$ cat src/verilog/apb_map_pkg.sv
/* APB register offsets, control and status bit positions, error response */
`default_nettype none

package apb_map_pkg;

   localparam int ADDR_W = 5;   // Byte address, four words used
   localparam int DATA_W = 32;

   // Register offsets
   localparam logic [ADDR_W-1:0] CTRL_OFS   = 5'h00;  // Enable, read/write
   localparam logic [ADDR_W-1:0] STATUS_OFS = 5'h04;  // Read only
   localparam logic [ADDR_W-1:0] EVENT_OFS  = 5'h08;  // Read pops FIFO head
   localparam logic [ADDR_W-1:0] DROPS_OFS  = 5'h0C;  // Write clears

   // Bit positions
   localparam int CTRL_EN_BIT    = 0;
   localparam int STAT_EMPTY_BIT = 0;
   localparam int STAT_FULL_BIT  = 1;
   localparam int STAT_COUNT_LSB = 8;   // Count occupies bits 8 and up

   localparam int DROPS_W = 16;        // Saturating drop counter

   // Data returned on an EVENT read of an empty FIFO
   localparam logic [DATA_W-1:0] ERR_RDATA = '0;

endpackage

`default_nettype wire

$ cat src/verilog/button_event_pkg.sv
/* Event word layout, index and timestamp widths,
   and the press detector state encoding */
`default_nettype none

package button_event_pkg;

   //////////////////////////////
   // Event word
   //////////////////////////////
   localparam int BTN_IDX_W = 4;                    // Up to 16 buttons
   localparam int STAMP_W   = 12;                   // Free-running timestamp bits
   localparam int EVENT_W   = BTN_IDX_W + STAMP_W;  // One 16-bit word

   // Index in the upper bits, stamp below
   typedef struct packed
   {
      logic [BTN_IDX_W-1:0] idx;    // Button that was pressed
      logic [STAMP_W-1:0]   stamp;  // Counter value at issue time
   } event_t;

   //////////////////////////////
   // Detector states
   //////////////////////////////
   typedef enum logic [1:0]
   {
      not_detected    = 2'b00,  // Idle, watching for a rising input
      edge_detected   = 2'b01,  // Single pulse cycle
      lockout         = 2'b11,  // Input ignored while timer runs
      waiting_release = 2'b10   // Still held after lockout
   } det_state_t;

endpackage

`default_nettype wire

$ cat src/verilog/button_apb_regs.sv
/* APB register slave with control, status,
   event pop and saturating drop counter */
`default_nettype none

module button_apb_regs
#(
   parameter int FIFO_DEPTH = 8
)
(
   input  wire                                clk,
   input  wire                                reset,
   input  wire                                psel,
   input  wire                                penable,
   input  wire                                pwrite,
   input  wire  [apb_map_pkg::ADDR_W-1:0]     paddr,
   input  wire  [apb_map_pkg::DATA_W-1:0]     pwdata,
   output logic [apb_map_pkg::DATA_W-1:0]     prdata,
   output logic                               pready,
   output logic                               pslverr,
   input  button_event_pkg::event_t           head_data,
   input  wire                                empty,
   input  wire                                full,
   input  wire  [$clog2(FIFO_DEPTH):0]        count,
   output logic                               pop,
   input  wire                                drop,
   output logic                               enable
);

   localparam int CNT_W = $clog2(FIFO_DEPTH) + 1;

   logic                              wr_access;
   logic                              rd_access;
   logic                              event_rd;
   logic [apb_map_pkg::DROPS_W-1:0]   drops;
   logic [apb_map_pkg::DATA_W-1:0]    status_word;

   assign wr_access = psel && penable && pwrite;     // Access phase only
   assign rd_access = psel && penable && !pwrite;
   assign event_rd  = rd_access && (paddr == apb_map_pkg::EVENT_OFS);

   assign pready  = 1'b1;                            // No wait states
   assign pop     = event_rd && !empty;              // Pops at end of access
   assign pslverr = event_rd && empty;               // Empty read is an error

   //////////////////////////////
   // Control and drop counter
   //////////////////////////////
   always_ff @(posedge clk)
   begin
      if (!reset)
      begin
         enable <= 1'b0;
         drops  <= '0;
      end
      else
      begin
         if (wr_access && (paddr == apb_map_pkg::CTRL_OFS))
            enable <= pwdata[apb_map_pkg::CTRL_EN_BIT];
         if (wr_access && (paddr == apb_map_pkg::DROPS_OFS))
            drops <= '0;                             // Any write clears, wins over drop
         else if (drop && (drops != '1))
            drops <= drops + 1'b1;                   // Saturates at all ones
      end
   end

   // Status word
   always_comb
   begin
      status_word                                    = '0;
      status_word[apb_map_pkg::STAT_EMPTY_BIT]       = empty;
      status_word[apb_map_pkg::STAT_FULL_BIT]        = full;
      status_word[apb_map_pkg::STAT_COUNT_LSB +: CNT_W] = count;
   end

   //////////////////////////////
   // Read mux
   //////////////////////////////
   always_comb
   begin
      unique case (paddr)
         apb_map_pkg::CTRL_OFS:   prdata = (apb_map_pkg::DATA_W)'(enable);
         apb_map_pkg::STATUS_OFS: prdata = status_word;
         apb_map_pkg::EVENT_OFS:  prdata = empty ? apb_map_pkg::ERR_RDATA
                                                 : (apb_map_pkg::DATA_W)'(head_data);
         apb_map_pkg::DROPS_OFS:  prdata = (apb_map_pkg::DATA_W)'(drops);
         default:                 prdata = '0;        // Unmapped reads zero
      endcase
   end

endmodule

`default_nettype wire

$ cat src/verilog/button_event_source.sv
/* Button synchronizers, per-button detectors, pending set,
   lowest-index arbiter, timestamp counter and drop pulses */
`default_nettype none

module button_event_source
#(
   parameter int NUM_BUTTONS = 4,
   parameter int HOLD_CYCLES = 16
)
(
   input  wire                          clk,
   input  wire                          reset,
   input  wire                          enable,
   input  wire  [NUM_BUTTONS-1:0]       buttons,
   input  wire                          full,
   output logic                         push,
   output button_event_pkg::event_t     push_data,
   output logic                         drop
);

   logic [NUM_BUTTONS-1:0]                  sync1;
   logic [NUM_BUTTONS-1:0]                  sync2;
   logic [NUM_BUTTONS-1:0]                  detect;
   logic [NUM_BUTTONS-1:0]                  pending;
   logic [NUM_BUTTONS-1:0]                  issue_mask;
   logic [button_event_pkg::BTN_IDX_W-1:0]  sel;
   logic [button_event_pkg::STAMP_W-1:0]    stamp;

   //////////////////////////////
   // Two-flop synchronizer
   //////////////////////////////
   always_ff @(posedge clk)
   begin
      if (!reset)
      begin
         sync1 <= '0;
         sync2 <= '0;
      end
      else
      begin
         sync1 <= buttons;
         sync2 <= sync1;
      end
   end

   // One detector per button
   for (genvar g = 0; g < NUM_BUTTONS; g++)
   begin : g_det
      edge_detector_debounce #(
         .HOLD_CYCLES (HOLD_CYCLES)
      ) det_inst (
         .clk      (clk),
         .reset    (reset),
         .enable   (enable),
         .in       (sync2[g]),
         .detected (detect[g])
      );
   end

   // Lowest pending index wins
   always_comb
   begin
      sel = '0;
      for (int i = NUM_BUTTONS - 1; i >= 0; i--)
      begin
         if (pending[i])
         begin
            sel = button_event_pkg::BTN_IDX_W'(i);
         end
      end
   end

   assign push       = (|pending) && !full;           // Never pushes into a full FIFO
   assign issue_mask = push ? (NUM_BUTTONS'(1) << sel) : '0;

   always_comb
   begin
      push_data.idx   = sel;
      push_data.stamp = stamp;     // Stamped at issue time
   end

   //////////////////////////////
   // Pending set, stamp, drops
   //////////////////////////////
   always_ff @(posedge clk)
   begin
      if (!reset)
      begin
         pending <= '0;
         stamp   <= '0;
         drop    <= 1'b0;
      end
      else
      begin
         pending <= (pending & ~issue_mask) | detect;
         stamp   <= stamp + 1'b1;                     // Free running, wraps
         drop    <= |(detect & pending & ~issue_mask); // Press merged into pending
      end
   end

endmodule

`default_nettype wire

$ cat src/verilog/button_input_top.sv
/* Push-button input block, event source to FIFO to APB registers */
`default_nettype none

module button_input_top
#(
   parameter int NUM_BUTTONS = 4,   // 1 to 16
   parameter int HOLD_CYCLES = 16,  // At least NUM_BUTTONS
   parameter int FIFO_DEPTH  = 8    // Power of two
)
(
   input  wire                             clk,
   input  wire                             reset,
   input  wire  [NUM_BUTTONS-1:0]          buttons,
   input  wire                             psel,
   input  wire                             penable,
   input  wire                             pwrite,
   input  wire  [apb_map_pkg::ADDR_W-1:0]  paddr,
   input  wire  [apb_map_pkg::DATA_W-1:0]  pwdata,
   output logic [apb_map_pkg::DATA_W-1:0]  prdata,
   output logic                            pready,
   output logic                            pslverr
);

   button_event_pkg::event_t    push_data;
   button_event_pkg::event_t    head_data;
   logic                        push;
   logic                        pop;
   logic                        drop;
   logic                        enable;
   logic                        empty;
   logic                        full;
   logic [$clog2(FIFO_DEPTH):0] count;

   // Producer
   button_event_source #(
      .NUM_BUTTONS (NUM_BUTTONS),
      .HOLD_CYCLES (HOLD_CYCLES)
   ) source_inst (
      .clk       (clk),
      .reset     (reset),
      .enable    (enable),
      .buttons   (buttons),
      .full      (full),
      .push      (push),
      .push_data (push_data),
      .drop      (drop)
   );

   // Event buffer
   event_fifo #(
      .FIFO_DEPTH (FIFO_DEPTH)
   ) fifo_inst (
      .clk       (clk),
      .reset     (reset),
      .push      (push),
      .push_data (push_data),
      .pop       (pop),
      .head_data (head_data),
      .empty     (empty),
      .full      (full),
      .count     (count)
   );

   // CPU side
   button_apb_regs #(
      .FIFO_DEPTH (FIFO_DEPTH)
   ) regs_inst (
      .clk       (clk),
      .reset     (reset),
      .psel      (psel),
      .penable   (penable),
      .pwrite    (pwrite),
      .paddr     (paddr),
      .pwdata    (pwdata),
      .prdata    (prdata),
      .pready    (pready),
      .pslverr   (pslverr),
      .head_data (head_data),
      .empty     (empty),
      .full      (full),
      .count     (count),
      .pop       (pop),
      .drop      (drop),
      .enable    (enable)
   );

endmodule

`default_nettype wire

$ cat src/verilog/debounce_timer.sv
/* Lockout counter, timeout after HOLD_CYCLES enabled cycles */
`default_nettype none

module debounce_timer
#(
   parameter int HOLD_CYCLES = 16
)
(
   input  wire  clk,
   input  wire  reset,
   input  wire  clr,
   input  wire  en,
   output logic timeout
);

   // At least one bit, even for a single-cycle hold
   localparam int CNT_W = (HOLD_CYCLES > 1) ? $clog2(HOLD_CYCLES) : 1;
   localparam logic [CNT_W-1:0] LAST = CNT_W'(HOLD_CYCLES - 1);

   logic [CNT_W-1:0] cnt;

   always_ff @(posedge clk)
   begin
      if (!reset || clr)
      begin
         cnt <= '0;
      end
      else if (en && !timeout)      // Stops at LAST, so timeout stays up
      begin
         cnt <= cnt + 1'b1;
      end
   end

   assign timeout = (cnt == LAST);  // High until the next clear

endmodule

`default_nettype wire

$ cat src/verilog/edge_detector_debounce.sv
/* Four-state press detector with a debounce lockout */
`default_nettype none

module edge_detector_debounce
#(
   parameter int HOLD_CYCLES = 16
)
(
   input  wire  clk,
   input  wire  reset,
   input  wire  enable,
   input  wire  in,
   output logic detected
);

   button_event_pkg::det_state_t state;
   button_event_pkg::det_state_t next_state;

   logic timer_en;
   logic timer_clr;
   logic timeout;

   // Timer only runs in lockout, cleared everywhere else
   assign timer_en  = enable && (state == button_event_pkg::lockout);
   assign timer_clr = (state != button_event_pkg::lockout);

   debounce_timer #(
      .HOLD_CYCLES (HOLD_CYCLES)
   ) timer_inst (
      .clk     (clk),
      .reset   (reset),
      .clr     (timer_clr),
      .en      (timer_en),
      .timeout (timeout)
   );

   //////////////////////////////
   // State register
   //////////////////////////////
   always_ff @(posedge clk)
   begin
      if (!reset)
      begin
         state <= button_event_pkg::not_detected;
      end
      else if (enable)             // Frozen while disabled
      begin
         state <= next_state;
      end
   end

   //////////////////////////////
   // Next state
   //////////////////////////////
   always_comb
   begin
      next_state = state;          // Default hold, lockout relies on it
      unique case (state)
         button_event_pkg::not_detected:
         begin
            if (in)
            begin
               next_state = button_event_pkg::edge_detected;
            end
         end
         button_event_pkg::edge_detected:
         begin
            next_state = button_event_pkg::lockout;
         end
         button_event_pkg::lockout:
         begin
            if (timeout)           // Sample input only once lockout ends
            begin
               next_state = in ? button_event_pkg::waiting_release
                               : button_event_pkg::not_detected;
            end
         end
         button_event_pkg::waiting_release:
         begin
            if (!in)
            begin
               next_state = button_event_pkg::not_detected;
            end
         end
         default:
         begin
            next_state = button_event_pkg::not_detected;
         end
      endcase
   end

   // One-cycle pulse, suppressed while disabled
   assign detected = enable && (state == button_event_pkg::edge_detected);

endmodule

`default_nettype wire

$ cat src/verilog/event_fifo.sv
/* First-word-fall-through event FIFO with occupancy count */
`default_nettype none

module event_fifo
#(
   parameter int FIFO_DEPTH = 8    // Power of two, at least 2
)
(
   input  wire                          clk,
   input  wire                          reset,
   input  wire                          push,
   input  button_event_pkg::event_t     push_data,
   input  wire                          pop,
   output button_event_pkg::event_t     head_data,
   output logic                         empty,
   output logic                         full,
   output logic [$clog2(FIFO_DEPTH):0]  count
);

   localparam int PTR_W = $clog2(FIFO_DEPTH);

   button_event_pkg::event_t mem [FIFO_DEPTH];   // Storage, no reset

   logic [PTR_W-1:0] wr_ptr;
   logic [PTR_W-1:0] rd_ptr;
   logic             wr_en;
   logic             rd_en;

   assign wr_en = push && !full;    // Push while full dropped
   assign rd_en = pop && !empty;    // Pop while empty ignored

   always_ff @(posedge clk)
   begin
      if (wr_en)
      begin
         mem[wr_ptr] <= push_data;
      end
   end

   //////////////////////////////
   // Pointers and occupancy
   //////////////////////////////
   always_ff @(posedge clk)
   begin
      if (!reset)
      begin
         wr_ptr <= '0;
         rd_ptr <= '0;
         count  <= '0;
      end
      else
      begin
         if (wr_en)
            wr_ptr <= wr_ptr + 1'b1;   // Wraps at depth
         if (rd_en)
            rd_ptr <= rd_ptr + 1'b1;
         case ({wr_en, rd_en})
            2'b10:   count <= count + 1'b1;
            2'b01:   count <= count - 1'b1;
            default: count <= count;   // Both or neither
         endcase
      end
   end

   assign head_data = mem[rd_ptr];    // Head falls through
   assign empty     = (count == '0);
   assign full      = (count == ($clog2(FIFO_DEPTH) + 1)'(FIFO_DEPTH));

endmodule

`default_nettype wire
$ cat config.mk
export PLATFORM = sky130hd
export DESIGN_NAME = button_input_top
export DESIGN_NICKNAME = d
export VERILOG_FILES = /design/src/verilog/apb_map_pkg.sv /design/src/verilog/button_event_pkg.sv /design/src/verilog/button_apb_regs.sv /design/src/verilog/button_event_source.sv /design/src/verilog/button_input_top.sv /design/src/verilog/debounce_timer.sv /design/src/verilog/edge_detector_debounce.sv /design/src/verilog/event_fifo.sv
export SDC_FILE = /design/constraint.sdc
export NUM_CORES = 1
export LEC_CHECK = 0
export ABC_CLOCK_PERIOD_IN_PS = 4300
export BUFFER_PORTS_ARGS = -buffer_cell sky130_fd_sc_hd__buf_2
export CAP_MARGIN = 20
export CORE_MARGIN = 4
export CORE_UTILIZATION = 35
export CTS_CLUSTER_DIAMETER = 100
export DETAILED_ROUTE_END_ITERATION = 8
export PLACE_DENSITY = 0.52
export SYNTH_ARGS = -nofsm -noshare
export SYNTH_HDL_FRONTEND = slang
export SYNTH_SLANG_ARGS = --single-unit
$ cat constraint.sdc
create_clock -name clk -period 4.3 [get_ports clk]
set_input_delay 0 -clock clk [delete_from_list [all_inputs] [get_ports clk]]
set_output_delay 0 -clock clk [all_outputs]
set_load 0.01 [all_outputs]
## Word-level counts from Yosys, hierarchy flattened

Memories as Yosys holds them, arrays and structs flattened. A register that Yosys moved wholly into a read port is not among the register bits.
Cells that the tools add are included.

| operators by class | value |
|---|---|
| reductions and logical operators | 50 |
| bitwise operators | 6 |
| mux-type cells | 32 |
| equal/unequal tests | 39 |
| shift-type cells | 1 |
| add/sub/neg operators | 10 |

Operators by type and width:

| kind | number |
|---|---|
| $pmux 32 s4 | 1 |
| $mux 2 | 20 |
| $pmux 2 s4 | 4 |
| $logic_and 1x1->1 | 24 |
| $add 4x1->4 const B | 5 |
| $eq 4x4->1 const B | 5 |
| $eq 2x2->1 const B | 9 |
| $add 16x1->16 const B | 1 |
| $mux 16 | 1 |
| $ne 16x16->1 const B | 1 |
| $ne 2x1->1 const B | 8 |
| $ne 2x2->1 const B | 8 |
| $reduce_and 4->1 | 4 |
| $add 12x1->12 const B | 1 |
| $and 4x4->4 | 3 |
| $eq 2x1->1 const B | 5 |
| $eq 5x4->1 const B | 2 |
| $logic_not 1->1 | 8 |
| $logic_not 2->1 | 4 |
| $pmux 4 s2 | 1 |
| $reduce_or 4->1 | 2 |
| $add 3x1->3 const B | 2 |
| $mux 3 | 2 |
| $eq 5x3->1 const B | 1 |
| 12 further kinds | 16 |

| word-level totals | value |
|---|---|
| memories kept | 1 |
| output and inout port bits | 34 |
| logic and storage cells | 157 |
| input bits | 46 |
| bits in writable memories | 112 |
| register bits after elaboration | 76 |

Memories:

| memory | words | width | rd ports | clocked after memory_dff | wr ports | RTL line | source |
|---|---|---|---|---|---|---|---|
| fifo_inst.mem | 8 | 14 | 1 | 1 | 1 | event_fifo.sv:22 | `button_event_pkg::event_t mem [FIFO_DEPTH];` |

## Depth between registers and ports, before layout

| logic depth | value |
|---|---|
| word-level depth | 9 |
| depth in mapped cells | 11 |
| mapped depth without buffers | 10 |

## By module

From an unflattened synthesis, not the netlist that was laid out.

| second synthesis, totals | value |
|---|---|
| cells, all modules | 672 |
| area, all modules | 9088.7 sq um |

Modules (own cells, without submodules):

| module | instances | sequential area each (sq um) | cells an instance | area each (sq um) |
|---|---|---|---|---|
| event_fifo | 1 | 4103.9 | 260 | 5579.1 |
| button_apb_regs | 1 | 340.3 | 159 | 1277.5 |
| button_event_source | 1 | 500.5 | 105 | 960.9 |
| debounce_timer | 4 | 80.1 | 23 | 197.7 |
| edge_detector_debounce | 4 | 40.0 | 14 | 120.1 |

## Worst setup path after synthesis

Ideal clock, no wire load.

| path | value |
|---|---|
| kind | reg-to-reg |
| start | register fifo_inst.count[1] |
| end | memory fifo_inst.mem[0][0] (netlist name) (enable) |
| setup time | 0.421 ns |
| data required time | 3.879 ns |
| clock period less this slack | 2.971 ns |
| setup slack | 1.329 ns |
| stages on the path, launching flop included | 6 |
| buffers on the path | 1 |
| data arrival time | 2.550 ns |
| cells stage by stage | dfxtp_1 clkbuf_1 nor4b_2 nor2_1 inv_2 nor4_1 |

| between the ends | value |
|---|---|
| cells in the longest elaborated chain, start to end | 6 |

Ends and longest elaborated chain:

| element | RTL line | source |
|---|---|---|
| from (decl) | event_fifo.sv:17 | `output logic [$clog2(FIFO_DEPTH):0] count` |
| from (signal assigned) | event_fifo.sv:58 | `2'b10: count <= count + 1'b1;` |
| from (signal assigned) | event_fifo.sv:59 | `2'b01: count <= count - 1'b1;` |
| from (signal assigned) | event_fifo.sv:60 | `default: count <= count;` |
| $eq 4x4->1 (*) | event_fifo.sv:67 | `assign full = (count == ($clog2(FIFO_DEPTH) + 1)'(FIFO_DEPTH));` |
| $logic_not 1->1 (*) | button_event_source.sv:73, event_fifo.sv:29 |  |
| $logic_and 1x1->1 | button_event_source.sv:73 | `assign push = (\|pending) && !full;` |
| $logic_and 1x1->1 (*) | event_fifo.sv:29 | `assign wr_en = push && !full;` |
| $mux 1 (*) | event_fifo.sv:34 | `if (wr_en)` |
| $mux 1 (not written as such) (*) | event_fifo.sv:36 | `mem[wr_ptr] <= push_data;` |
| to (decl) | event_fifo.sv:22 |  |

Every way passes the cells marked *; elsewhere a longest branch is shown, timed or not.

==> results_dict.tcl <==
set metrics [dict create \
    die_area_um2 25860 \
    final_antenna_net_count 0 \
    clockBufferDepth 2 \
    final_hold_viol_count 0 \
    grt_usage_pct 13.24 \
    port_buffers 31 \
    die_h_um 160.8 \
    htree_num_levels 4 \
    rsz0062_at_grt "false" \
    synth_edf_count 112 \
    crit_required_ps 4300 \
    grt_first_pass_wirelength_um 26740 \
    arrival_ps 3000 \
    clkSinkCount 191 \
    synthTopCellsByCount "112 x edfxtp_1, 79 x dfxtp_1, 40 x a21oi_1" \
    ctsHoldBuffers 6 \
    cts_tree "done" \
    clk-insertion-delay-late_ps 440 \
    grt_max_degree 33 \
    drc 0 \
    pin_count 80 \
    cp_max_fo 16 \
    ys_warn_count 0 \
    seq_area_frac_synth_pct 60.49 \
    slew_headroom_pct 32.55 \
    synthArstFlopShare_pct 0 \
    fillers 2107 \
    coreArea_um2 22780 \
    p_leak_nw 3.082 \
    cts_resized 0 \
    synth_ff_type "edfxtp_1" \
    grt_pass1_vias 4927 \
    yosys-top-cells-area "edfxtp_1 41%, dfxtp_1 19%, mux4_1 5.1%, mux4_2 3.3%, a21oi_1 2.4%" \
    endpoint_kind "output port" \
    design_area_um2 9261 \
    ys_ff_latch 191 \
    skew_ps 13.21 \
    grt.overflow.total 0 \
    final-max-slew-violation-count 0 \
    ir_worst_vdd_mv 0.2624 \
    ys_types 60 \
    nets 712 \
    tightest_slew_ps 1006 \
    critPathLaunchType "flop" \
    gp_congestion 0.7556 \
    period_share_pct 69.86 \
    drive_gt1_share_pct 16.32 \
    drt-total-wl_um 17010 \
    netlist_instances 617 \
    insertedDiodeCount 0 \
    period_needed_ps 3004 \
    outcome "complete, no violations" \
    hold_path.class "primary input to flop" \
    die_w_um 160.8 \
    vias_per_cell 5.182 \
    maxCapViolCount 0 \
    initial_core_util_pct 35.89 \
    p_per_area_nw_per_um2 377.6 \
    dp_hpwl_um 11260 \
    synth.top_cell.area_share_pct 41.14 \
    cts_setup_buffers 0 \
    synth_top_area_cell "edfxtp_1" \
    power.total_w 0.003497 \
    dpl-instance-area_um2 8638 \
    drt-wirelength-per-cell_um 17.34 \
    first_iter_violations 484 \
    cts_buffers 17 \
    synth.avg_cell_area_um2 13.25 \
    clock.fmax_mhz 332.9 \
    std_cell_rows 55 \
    setup_violations 0 \
    firstDrtPassIters 7 \
    vias 5084 \
    synth_area_um2 8174 \
    path_clk_slew_ps 70 \
    fin_setup_tns_ps 0 \
    yosysMostFrequentCell "edfxtp_1" \
    cts-root-buf "clkbuf_16" \
    grt_antenna_before_repair 0 \
    crit_type "flop to output port" \
    area_growth_pct 13.30 \
]
-- flip-flops by register name (all words and copies together), names as in the netlist, 4 cells and up, named ones only --
name	cells
source_inst.sync2	4
regs_inst.drops	16
fifo_inst.mem	112
source_inst.g_det.det_inst.timer_inst.cnt	16
source_inst.pending	4
source_inst.stamp	12
fifo_inst.count	4
source_inst.sync1	4
source_inst.g_det.det_inst.state	8
-- worst paths after layout --
path	endpoint	depth (start not counted)	slack, ps	startpoint
min	flop	5	30	pwrite
min reg2reg	source_inst.sync2[2]$_SDFF_PN0_	1	440	source_inst.sync1[2]$_SDFF_PN0_
max	prdata[2]	5	1300	flop
max reg2reg	fifo_inst.count[2]$_SDFFE_PN0P_	11	1390	fifo_inst.count[1]$_SDFFE_PN0P_
-- metrics by stage --
| stage | setup WS, ps | util [%] | hold slack, ps | cells |
|---|---|---|---|---|
| after floorplan | 1329 | - | 127.3 | 632 |
| after global placement | 1641 | 37.92 | 231.4 | 943 |
| after detailed placement | 1443 | 37.92 | 224.7 | 943 |
| after CTS | 1205 | 40.66 | 5.410 | 981 |
| after global routing | 1108 | 40.66 | 37.14 | 981 |
| final | 1296 | 40.66 | 30.58 | 981 |
-- critical path: stages, from the launching register on --
cell     delay (ps)
dfxtp_1         870
buf_4           430
mux4_1          590
mux2_2          310
a22o_1          220
buf_2           140
-- kinds of logic (layout without fill, tap and decap cells) --
logic type / after synthesis / in the layout / synth area share (%)
multiplexers: 50 / 50 / 11.36
AND/OR/NAND/NOR: 187 / 187 / 12.61
buffers and inverters: 53 / 89 / 3.566
XOR/XNOR: 22 / 22 / 2.357
other: 2 / 17 / 0.09188
adder cells (fa/ha/maj): 11 / 11 / 1.684
AO/OA/AOI/OAI: 101 / 101 / 7.837
flip-flops: 191 / 191 / 60.49
-- report_power, final --
part	switching, W	internal (W)
clock	0.000699	0.000813
sequential	0.00000973	0.00193
combinational	0.0000326	0.0000166
-- layout by cell type, fill, tap and decap left out, drive strengths merged, types with 7 or more instances in the layout --
| cell type | instances |
|---|---|
| inv | 20 |
| a21oi | 40 |
| nor3 | 11 |
| o21ai | 22 |
| nand4 | 9 |
| mux2i | 8 |
| o31ai | 7 |
| xor2 | 14 |
| mux2 | 14 |
| xnor2 | 8 |
| edfxtp | 112 |
| buf | 36 |
| dfxtp | 79 |
| and2 | 14 |
| nand3 | 31 |
| mux4 | 28 |
| conb | 17 |
| nor4 | 10 |
| a22o | 8 |
| or3 | 14 |
| ha | 11 |
| nor2 | 40 |
| clkbuf | 20 |
| nand2 | 28 |
-- layout make-up --
cell class | count | area [um^2] | area share, %
Sequential cell | 191 | 4945 | 53.39
Inverter | 15 | 56.30 | 0.6079
Multi-Input combinational cell | 388 | 3053 | 32.96
Clock buffer | 20 | 436.7 | 4.715
Clock inverter | 12 | 126.4 | 1.364
Tap cell | 313 | 391.6 | 4.229
Timing Repair Buffer | 42 | 252.7 | 2.729
-- per-layer routing --
metal  global-route usage [%]  vias to the layer above  share of wire (%)
met5                        0                        -                  0
met4                    4.614                        0                1.4
met1                    16.86                     2524                 45
met2                    22.33                      116                 49
li1                         -                     2424                  -
met3                    2.951                       20                4.7
No activity file was read; power rests on OpenSTA's default activity.
